## src/design/hello_types_pkg.sv

```systemverilog
//---------------------------------------------------------------------
// Hello-world control block types
// Plain vector typedefs for the host bus, LED and counter widths,
// plus the host handshake FSM state encoding
//---------------------------------------------------------------------

`default_nettype none

package hello_types_pkg;

  //-------------------------------------------------------------------
  // Host bus
  //-------------------------------------------------------------------
  // Byte offset into the register map
  typedef logic [7:0]  reg_addr_t;
  // Host read and write data word
  typedef logic [31:0] reg_data_t;

  //-------------------------------------------------------------------
  // LED and counter widths
  //-------------------------------------------------------------------
  // Virtual LEDs and virtual DIP switches
  typedef logic [15:0] led_t;
  // Prescale compare value and prescale count
  typedef logic [7:0]  tick_t;
  // Main count, load value and watermark
  typedef logic [15:0] count_t;

  // Four-phase handshake states
  typedef enum logic [1:0] {
    access_idle,
    access_ack,
    access_release
  } access_state_t;

endpackage

`default_nettype wire

```

## src/design/hello_regmap_pkg.sv

```systemverilog
//---------------------------------------------------------------------
// Hello-world control block register map
// Offsets, counter control and status bit positions, reset values
// and the word returned for unmapped offsets
//---------------------------------------------------------------------

`default_nettype none

package hello_regmap_pkg;

  import hello_types_pkg::*;

  //-------------------------------------------------------------------
  // Register offsets
  //-------------------------------------------------------------------
  localparam reg_addr_t hello_world_addr   = 8'h00;
  // Read only, LED shadow zero-extended
  localparam reg_addr_t vled_addr          = 8'h04;
  localparam reg_addr_t cnt_ctrl_addr      = 8'h08;
  localparam reg_addr_t cnt_load_addr      = 8'h0C;
  localparam reg_addr_t cnt_watermark_addr = 8'h10;
  // Read only, packed counter status
  localparam reg_addr_t cnt_status_addr    = 8'h14;

  //-------------------------------------------------------------------
  // Counter control bits
  //-------------------------------------------------------------------
  localparam int unsigned ctrl_enable_bit  = 0;
  localparam int unsigned ctrl_load_bit    = 1;
  localparam int unsigned ctrl_clear_bit   = 2;
  localparam int unsigned ctrl_oneshot_bit = 3;
  // Prescale value sits in bits 15:8
  localparam int unsigned ctrl_tick_lsb    = 8;

  // Counter status bits, count itself in 15:0
  localparam int unsigned status_ge_bit   = 16;
  localparam int unsigned status_tick_bit = 17;

  //-------------------------------------------------------------------
  // Values
  //-------------------------------------------------------------------
  localparam reg_data_t unimpl_value = 32'hDEAD_BEEF;

  // Reset words, everything comes up cleared
  localparam reg_data_t hello_world_rst_value   = 32'h0000_0000;
  localparam reg_data_t cnt_ctrl_rst_value      = 32'h0000_0000;
  localparam reg_data_t cnt_load_rst_value      = 32'h0000_0000;
  localparam reg_data_t cnt_watermark_rst_value = 32'h0000_0000;

endpackage

`default_nettype wire

```

## src/design/host_reg_file.sv

```systemverilog
//---------------------------------------------------------------------
// Host register file
// Four-phase req/ack slave with hello-world, counter control, load
// and watermark storage and a registered read multiplexer
//---------------------------------------------------------------------

`default_nettype none

module host_reg_file
  import hello_types_pkg::*;
  import hello_regmap_pkg::*;
(
  input  wire logic      clk_main_a0,
  input  wire logic      rst_main_n_sync,
  // Host port
  input  wire logic      req,
  input  wire logic      wr,
  input  wire reg_addr_t addr,
  input  wire reg_data_t wdata,
  output logic           ack,
  output reg_data_t      rdata,
  // Status from LED block and counter
  input  wire led_t      vled_reg,
  input  wire count_t    count,
  input  wire logic      ge_watermark,
  input  wire logic      tick,
  // Held register levels
  output led_t           hello_low,
  output logic           enable,
  output logic           load,
  output logic           clear,
  output logic           oneshot,
  output tick_t          tick_value,
  output count_t         load_value,
  output count_t         watermark
);

  access_state_t state_q;
  reg_data_t     hello_world_q;
  reg_data_t     hello_swapped;
  reg_data_t     ctrl_word;
  reg_data_t     status_word;
  reg_data_t     read_word;
  logic          access_start;
  logic          wr_en;
  logic          rd_en;

  //-------------------------------------------------------------------
  // Handshake FSM
  //-------------------------------------------------------------------
  // New access only accepted from idle
  assign access_start = (state_q == access_idle) && req;
  assign wr_en        = access_start && wr;
  assign rd_en        = access_start && !wr;

  always_ff @(posedge clk_main_a0) begin
    if (!rst_main_n_sync) begin
      state_q <= access_idle;
    end else begin
      case (state_q)
        access_idle: begin
          if (req) begin
            state_q <= access_ack;
          end
        end
        // Hold ack until host lets go of req
        access_ack: begin
          if (!req) begin
            state_q <= access_release;
          end
        end
        // One dead cycle before the next access
        access_release: begin
          state_q <= access_idle;
        end
        default: begin
          state_q <= access_idle;
        end
      endcase
    end
  end

  // Ack is high for the whole ack state
  assign ack = (state_q == access_ack);

  //-------------------------------------------------------------------
  // Register storage
  //-------------------------------------------------------------------
  always_ff @(posedge clk_main_a0) begin
    if (!rst_main_n_sync) begin
      hello_world_q <= hello_world_rst_value;
      enable        <= cnt_ctrl_rst_value[ctrl_enable_bit];
      load          <= cnt_ctrl_rst_value[ctrl_load_bit];
      clear         <= cnt_ctrl_rst_value[ctrl_clear_bit];
      oneshot       <= cnt_ctrl_rst_value[ctrl_oneshot_bit];
      tick_value    <= cnt_ctrl_rst_value[ctrl_tick_lsb +: $bits(tick_t)];
      load_value    <= cnt_load_rst_value[$bits(count_t)-1:0];
      watermark     <= cnt_watermark_rst_value[$bits(count_t)-1:0];
    end else if (wr_en) begin
      // Read-only and unmapped offsets fall through
      case (addr)
        hello_world_addr: begin
          hello_world_q <= wdata;
        end
        cnt_ctrl_addr: begin
          enable     <= wdata[ctrl_enable_bit];
          load       <= wdata[ctrl_load_bit];
          clear      <= wdata[ctrl_clear_bit];
          oneshot    <= wdata[ctrl_oneshot_bit];
          tick_value <= wdata[ctrl_tick_lsb +: $bits(tick_t)];
        end
        cnt_load_addr: begin
          load_value <= wdata[$bits(count_t)-1:0];
        end
        cnt_watermark_addr: begin
          watermark <= wdata[$bits(count_t)-1:0];
        end
        default: begin
        end
      endcase
    end
  end

  // Low half feeds the LED shadow
  assign hello_low = hello_world_q[$bits(led_t)-1:0];

  //-------------------------------------------------------------------
  // Read path
  //-------------------------------------------------------------------
  // Hello-world reads back with byte order reversed
  assign hello_swapped = {hello_world_q[7:0], hello_world_q[15:8],
                          hello_world_q[23:16], hello_world_q[31:24]};

  always_comb begin
    // Repack control fields at their bit positions
    ctrl_word                                   = '0;
    ctrl_word[ctrl_enable_bit]                  = enable;
    ctrl_word[ctrl_load_bit]                    = load;
    ctrl_word[ctrl_clear_bit]                   = clear;
    ctrl_word[ctrl_oneshot_bit]                 = oneshot;
    ctrl_word[ctrl_tick_lsb +: $bits(tick_t)]   = tick_value;
    // Count in the low half, flags above it
    status_word                                 = '0;
    status_word[$bits(count_t)-1:0]             = count;
    status_word[status_ge_bit]                  = ge_watermark;
    status_word[status_tick_bit]                = tick;
  end

  always_comb begin
    case (addr)
      hello_world_addr:   read_word = hello_swapped;
      vled_addr:          read_word = reg_data_t'(vled_reg);
      cnt_ctrl_addr:      read_word = ctrl_word;
      cnt_load_addr:      read_word = reg_data_t'(load_value);
      cnt_watermark_addr: read_word = reg_data_t'(watermark);
      cnt_status_addr:    read_word = status_word;
      default:            read_word = unimpl_value;
    endcase
  end

  // Captured with ack rise, stable for the ack phase
  always_ff @(posedge clk_main_a0) begin
    if (!rst_main_n_sync) begin
      rdata <= '0;
    end else if (rd_en) begin
      rdata <= read_word;
    end
  end

endmodule

`default_nettype wire

```

## src/design/vled_status.sv

```systemverilog
//---------------------------------------------------------------------
// Virtual LED status
// Shadows the low half of hello-world and drives the LED outputs
// masked by the synchronized virtual DIP switches
//---------------------------------------------------------------------

`default_nettype none

module vled_status
  import hello_types_pkg::*;
(
  input  wire logic clk_main_a0,
  input  wire logic rst_main_n_sync,
  input  wire led_t hello_low,
  input  wire led_t vdip,
  output led_t      vled_reg,
  output led_t      vled
);

  // Two-flop synchronizer stages
  led_t vdip_q1;
  led_t vdip_q2;

  //-------------------------------------------------------------------
  // DIP switch synchronizer
  //-------------------------------------------------------------------
  always_ff @(posedge clk_main_a0) begin
    if (!rst_main_n_sync) begin
      vdip_q1 <= '0;
      vdip_q2 <= '0;
    end else begin
      vdip_q1 <= vdip;
      vdip_q2 <= vdip_q1;
    end
  end

  //-------------------------------------------------------------------
  // LED shadow and output
  //-------------------------------------------------------------------
  always_ff @(posedge clk_main_a0) begin
    if (!rst_main_n_sync) begin
      vled_reg <= '0;
      vled     <= '0;
    end else begin
      // Follows hello-world one cycle late
      vled_reg <= hello_low;
      // Switch off means LED dark
      vled     <= vled_reg & vdip_q2;
    end
  end

endmodule

`default_nettype wire

```

## src/design/tick_counter.sv

```systemverilog
//---------------------------------------------------------------------
// Tick counter
// Prescaler that advances a 16-bit main count, with clear, load,
// one-shot saturation and a registered watermark flag
//---------------------------------------------------------------------

`default_nettype none

module tick_counter
  import hello_types_pkg::*;
(
  input  wire logic   clk_main_a0,
  input  wire logic   rst_main_n_sync,
  input  wire logic   enable,
  input  wire logic   load,
  input  wire logic   clear,
  input  wire logic   oneshot,
  input  wire tick_t  tick_value,
  input  wire count_t load_value,
  input  wire count_t watermark,
  output count_t      count,
  output logic        ge_watermark,
  output logic        tick
);

  tick_t tick_cnt;
  logic  tick_wrap;
  logic  count_at_max;

  // Prescaler reaches its compare value this cycle
  assign tick_wrap    = enable && (tick_cnt >= tick_value);
  // One-shot stops here
  assign count_at_max = (count == '1);

  //-------------------------------------------------------------------
  // Prescaler
  //-------------------------------------------------------------------
  always_ff @(posedge clk_main_a0) begin
    if (!rst_main_n_sync) begin
      tick_cnt <= '0;
      tick     <= 1'b0;
    end else if (clear) begin
      tick_cnt <= '0;
      tick     <= 1'b0;
    end else begin
      tick <= tick_wrap;
      if (tick_wrap) begin
        tick_cnt <= '0;
      end else if (enable) begin
        tick_cnt <= tick_cnt + 1'b1;
      end
    end
  end

  //-------------------------------------------------------------------
  // Main counter
  //-------------------------------------------------------------------
  // Priority is clear, then load, then counting
  always_ff @(posedge clk_main_a0) begin
    if (!rst_main_n_sync) begin
      count <= '0;
    end else if (clear) begin
      count <= '0;
    end else if (load) begin
      count <= load_value;
    end else if (tick_wrap && !(oneshot && count_at_max)) begin
      // Free-running mode wraps through zero
      count <= count + 1'b1;
    end
  end

  // Watermark flag, one cycle behind count
  always_ff @(posedge clk_main_a0) begin
    if (!rst_main_n_sync) begin
      ge_watermark <= 1'b0;
    end else begin
      ge_watermark <= (count >= watermark);
    end
  end

endmodule

`default_nettype wire

```

## src/design/hello_top.sv

```systemverilog
//---------------------------------------------------------------------
// Hello-world control block top level
// Connects the host register file, LED status and tick counter
//---------------------------------------------------------------------

`default_nettype none

module hello_top
  import hello_types_pkg::*;
(
  input  wire logic      clk_main_a0,
  input  wire logic      rst_main_n_sync,
  // Host req/ack port
  input  wire logic      req,
  input  wire logic      wr,
  input  wire reg_addr_t addr,
  input  wire reg_data_t wdata,
  output logic           ack,
  output reg_data_t      rdata,
  // Virtual switches and LEDs
  input  wire led_t      vdip,
  output led_t           vled
);

  //-------------------------------------------------------------------
  // Internal wiring
  //-------------------------------------------------------------------
  // Register file to LED block and back
  led_t   hello_low;
  led_t   vled_reg;
  // Counter controls
  logic   enable;
  logic   load;
  logic   clear;
  logic   oneshot;
  tick_t  tick_value;
  count_t load_value;
  count_t watermark;
  // Counter status
  count_t count;
  logic   ge_watermark;
  logic   tick;

  host_reg_file i_host_reg_file (
    .clk_main_a0     (clk_main_a0),
    .rst_main_n_sync (rst_main_n_sync),
    .req             (req),
    .wr              (wr),
    .addr            (addr),
    .wdata           (wdata),
    .ack             (ack),
    .rdata           (rdata),
    .vled_reg        (vled_reg),
    .count           (count),
    .ge_watermark    (ge_watermark),
    .tick            (tick),
    .hello_low       (hello_low),
    .enable          (enable),
    .load            (load),
    .clear           (clear),
    .oneshot         (oneshot),
    .tick_value      (tick_value),
    .load_value      (load_value),
    .watermark       (watermark)
  );

  vled_status i_vled_status (
    .clk_main_a0     (clk_main_a0),
    .rst_main_n_sync (rst_main_n_sync),
    .hello_low       (hello_low),
    .vdip            (vdip),
    .vled_reg        (vled_reg),
    .vled            (vled)
  );

  tick_counter i_tick_counter (
    .clk_main_a0     (clk_main_a0),
    .rst_main_n_sync (rst_main_n_sync),
    .enable          (enable),
    .load            (load),
    .clear           (clear),
    .oneshot         (oneshot),
    .tick_value      (tick_value),
    .load_value      (load_value),
    .watermark       (watermark),
    .count           (count),
    .ge_watermark    (ge_watermark),
    .tick            (tick)
  );

endmodule

`default_nettype wire

```

## config.mk

```make
export PLATFORM = sky130hd
export DESIGN_NAME = hello_top
export DESIGN_NICKNAME = d
export VERILOG_FILES = /design/src/design/hello_types_pkg.sv /design/src/design/hello_regmap_pkg.sv /design/src/design/host_reg_file.sv /design/src/design/vled_status.sv /design/src/design/tick_counter.sv /design/src/design/hello_top.sv
export SDC_FILE = /design/constraint.sdc
export NUM_CORES = 1
export LEC_CHECK = 0
export ABC_CLOCK_PERIOD_IN_PS = 2350
export BUFFER_PORTS_ARGS = -buffer_cell sky130_fd_sc_hd__buf_4
export CORE_ASPECT_RATIO = 0.5
export CORE_MARGIN = 2
export CORE_UTILIZATION = 52
export CTS_CLUSTER_DIAMETER = 50
export DETAILED_ROUTE_END_ITERATION = 10
export GPL_TIMING_DRIVEN = 0
export PLACE_DENSITY = 0.85
export SYNTH_ARGS = -nofsm -noshare
export SYNTH_HDL_FRONTEND = slang
export SYNTH_SLANG_ARGS = --single-unit
```

## constraint.sdc

```tcl
create_clock -name clk_main_a0 -period 2.35 [get_ports clk_main_a0]
set_clock_uncertainty 0.1 [all_clocks]
set_input_delay 0.3525 -clock clk_main_a0 [delete_from_list [all_inputs] [get_ports clk_main_a0]]
set_output_delay 0.3525 -clock clk_main_a0 [all_outputs]
set_load 0.05 [all_outputs]
```

==> metrics <==
Worst-path clk slew=~80 ps; outcome=finished, final reports clean; chip height=93.38 um; post-DP HPWL=between 15 and 20 mm; Initial Utilization=0.5362; Critical Path End Type=flip-flop; I/O pin cnt=109; Clock Path Buffers=2; H-tree levels=4; CP Cell Sequence=inv_1, ha_1, or2_2, a32oi_2, buf_4, nor2_1, or3_1, o2111a_1; worst hold path type=in -> reg; grt met2 use=0.4721; Post-synth EDFFs=0; buffers and inverters on the worst path=2; met3 Use GR=0.09385; worst setup path category=reg -> reg; layout cells sized above 1=0.1785; Post-Syn Area=between 8000 and 9000 um^2; vias in the first global route=~7,000; Die Footprint=~17,000 um^2; hold depth=2; worst reg2reg path depth=8; initial antenna violation count=0; worst r2r dst=i_tick_counter.count[6]; Worst Max-Slew Pin Slew=~730 ps; antenna cells=0; Num Clock Sinks=200; worst-path fanout max=5; post-layout util=0.6537; register area share after synthesis=0.4819; final worst path period need=between 2000 and 2500 ps; Cells after Synth=910; routed vias/inst=a little under 6; Yosys Warn Count=0; static leakage=a little over 0.004 uW; DIE WIDTH=around 180 um; fin crit share=0.9820; DR vias=~7,400; CP peak stage delay=approximately 410 ps; fmax=between 0.4 and 0.5 GHz; GRT Util Overall=0.3058; Syn-to-layout area delta=21.91%; PnR worst setup slack=~42 ps; Final Max Slew Viols=0; VDD IR-drop max=0.4884 mV; Synth cell types=62; final setup fails=0; RePlAce Congestion=approximately 1; worst-path cell with the longest stage delay=dfxtp_1; FP Rows=32; largest net degree at the start of global routing=22; Setup crit start kind=flip-flop; setup tns final=0 ps; Main synth FF type=dfxtp_1; WP data arrival=roughly 2500 ps; Worst-Skew Late Latency=440 ps; HP Start=vdip[6]; R2R Path Start=i_host_reg_file.tick_value[3]; reg-to-reg setup timing slack=around 42 ps; PD cells=697.4 nW/um^2; Yosys reg bits=200; crit-path leading delay family=simple AND/OR/NAND/NOR gates; met1 usage=0.4123; CP Launch Point=i_host_reg_file.tick_value[3]; total gr overflow=0; CORE AREA=15,490 um^2; Synth Net Count=about 1,000; Crit path required time=roughly 2600 ps; Power, Total=approximately 7100 uW; Crit path depth=8; DR WL/cell=between 20 and 25 um; Worst slew margin=0.5103; first-pass GRT wire length=39.23 mm; Port Buffers=roughly 110; busiest grt layer=met2; CTS tree=done; DRC=0; drt first-iter violations=roughly 800; Pre-Repair DR Iteration Count=7; pre-CTS setup slack=-390.7 ps; Avg Cell Area, Syn=between 9 and 10 um^2; CTS Buf Count=17; FFs w/ async S/R, synth=0; Post-DRT Antenna Nets=0; routed wire length=25.53 mm; Max-cap violations=0; Fin. Hold Viols=0; worst setup path end=i_tick_counter.count[6]; Layout Nets=between 1,000 and 1,500; Root Buffer=clkbuf_16
==> cell families (layout without fill, tap and decap cells) <==
group	after synthesis	after routing	share of synthesized area
and+or+nand+nor	336	336	0.2063
xor gates and xnor gates	19	19	0.02003
DFF	200	200	0.4819
AOI/OAI and AO/OA	214	214	0.1718
muxes	27	27	0.03614
adders and majority gates	26	26	0.03916
buffers and inverters	88	231	0.04458
==> how the worst min path moves through the flow <==
stage / end / slack [ps]
global placement: i_vled_status.vdip_q2[0] / 310
detailed placement: i_vled_status.vdip_q2[5] / 320
finish: i_vled_status.vdip_q1[6] / 9
CTS: i_vled_status.vdip_q1[6] / 6
floorplan: i_vled_status.vdip_q2[0] / 310
global route: i_vled_status.vdip_q1[10] / 5
==> synth_stat cells (15+ instances only) <==
cell type,number,share of area
a21boi_1,53,0.048
a21oi_1,43,0.026
a221oi_1,15,0.016
and2_1,54,0.041
and3_1,22,0.017
clkbuf_1,44,0.020
dfxtp_1,200,0.48
ha_1,26,0.039
inv_1,27,0.012
mux2i_1,21,0.025
nand2_1,137,0.062
nand3_1,22,0.013
nor2_1,33,0.015
nor2b_1,23,0.017
o21ai_0,51,0.031
==> layout by cell type (no fill, tap or decap), drive strengths merged, types with 3 or more instances in the layout <==
cell    count
nor3b       5
a22oi      10
nand3      22
and2       55
mux2i      21
o21ai      51
clkbuf     61
inv        31
ha         26
a222oi      4
nor2b      23
a21boi     65
nand2     138
xnor2      12
clkinv      9
buf       129
nor2       35
nand4      10
a22o        7
nor4b       3
a21oi      43
and3       22
nor4        7
a221oi     15
a311oi      4
mux2        4
xor2        7
dfxtp     200
==> final cells by class <==
type,count,area [um^2]
Clock inverter,14,206.4
Buffer,60,270.3
Inverter,27,101.3
Timing Repair Buffer,112,840.8
Tap cell,204,255.2
Clock buffer,18,439.2
Multi-Input combinational cell,622,4009
Fill cell,1226,5366
Sequential cell,200,4006
==> stage by stage <==
step,area (um^2),hold WS (ps),std cells
floorplan,8308,311.9,910
global placement,9374,313.3,1222
detailed placement,9374,319.1,1222
CTS,10080,5.757,1258
global route,10130,5.244,1257
finish,10130,9.309,1257
==> report_power, final <==
group | leakage [uW] | total (uW) | internal [uW] | switching, uW
sequential | 0.00162 | 3470 | 3440 | 27.6
clock | 0.000310 | 3100 | 1590 | 1520
combinational | 0.00215 | 489 | 178 | 310
==> routing by layer <==
| metal | up-vias | wire, um | part of all wire |
|---|---|---|---|
| met5 | - | 26 | 0.0010 |
| met1 | 3525 | 11090 | 0.43 |
| met4 | 2 | 520 | 0.020 |
| met2 | 416 | 10930 | 0.43 |
| met3 | 61 | 2958 | 0.12 |
| li1 | 3413 | - | - |
==> repair_timing <==
| item | 4_1_cts | 5_1_grt |
|---|---|---|
| hold buffers | 0 | 0 |
| endpoints found under the setup margin | 45 | 59 |
| buffers inserted | 4 | 0 |
| resized for setup | 5 | 15 |
| pin swaps | 1 | 1 |
Note: power is estimated with default switching activity, not from simulation.
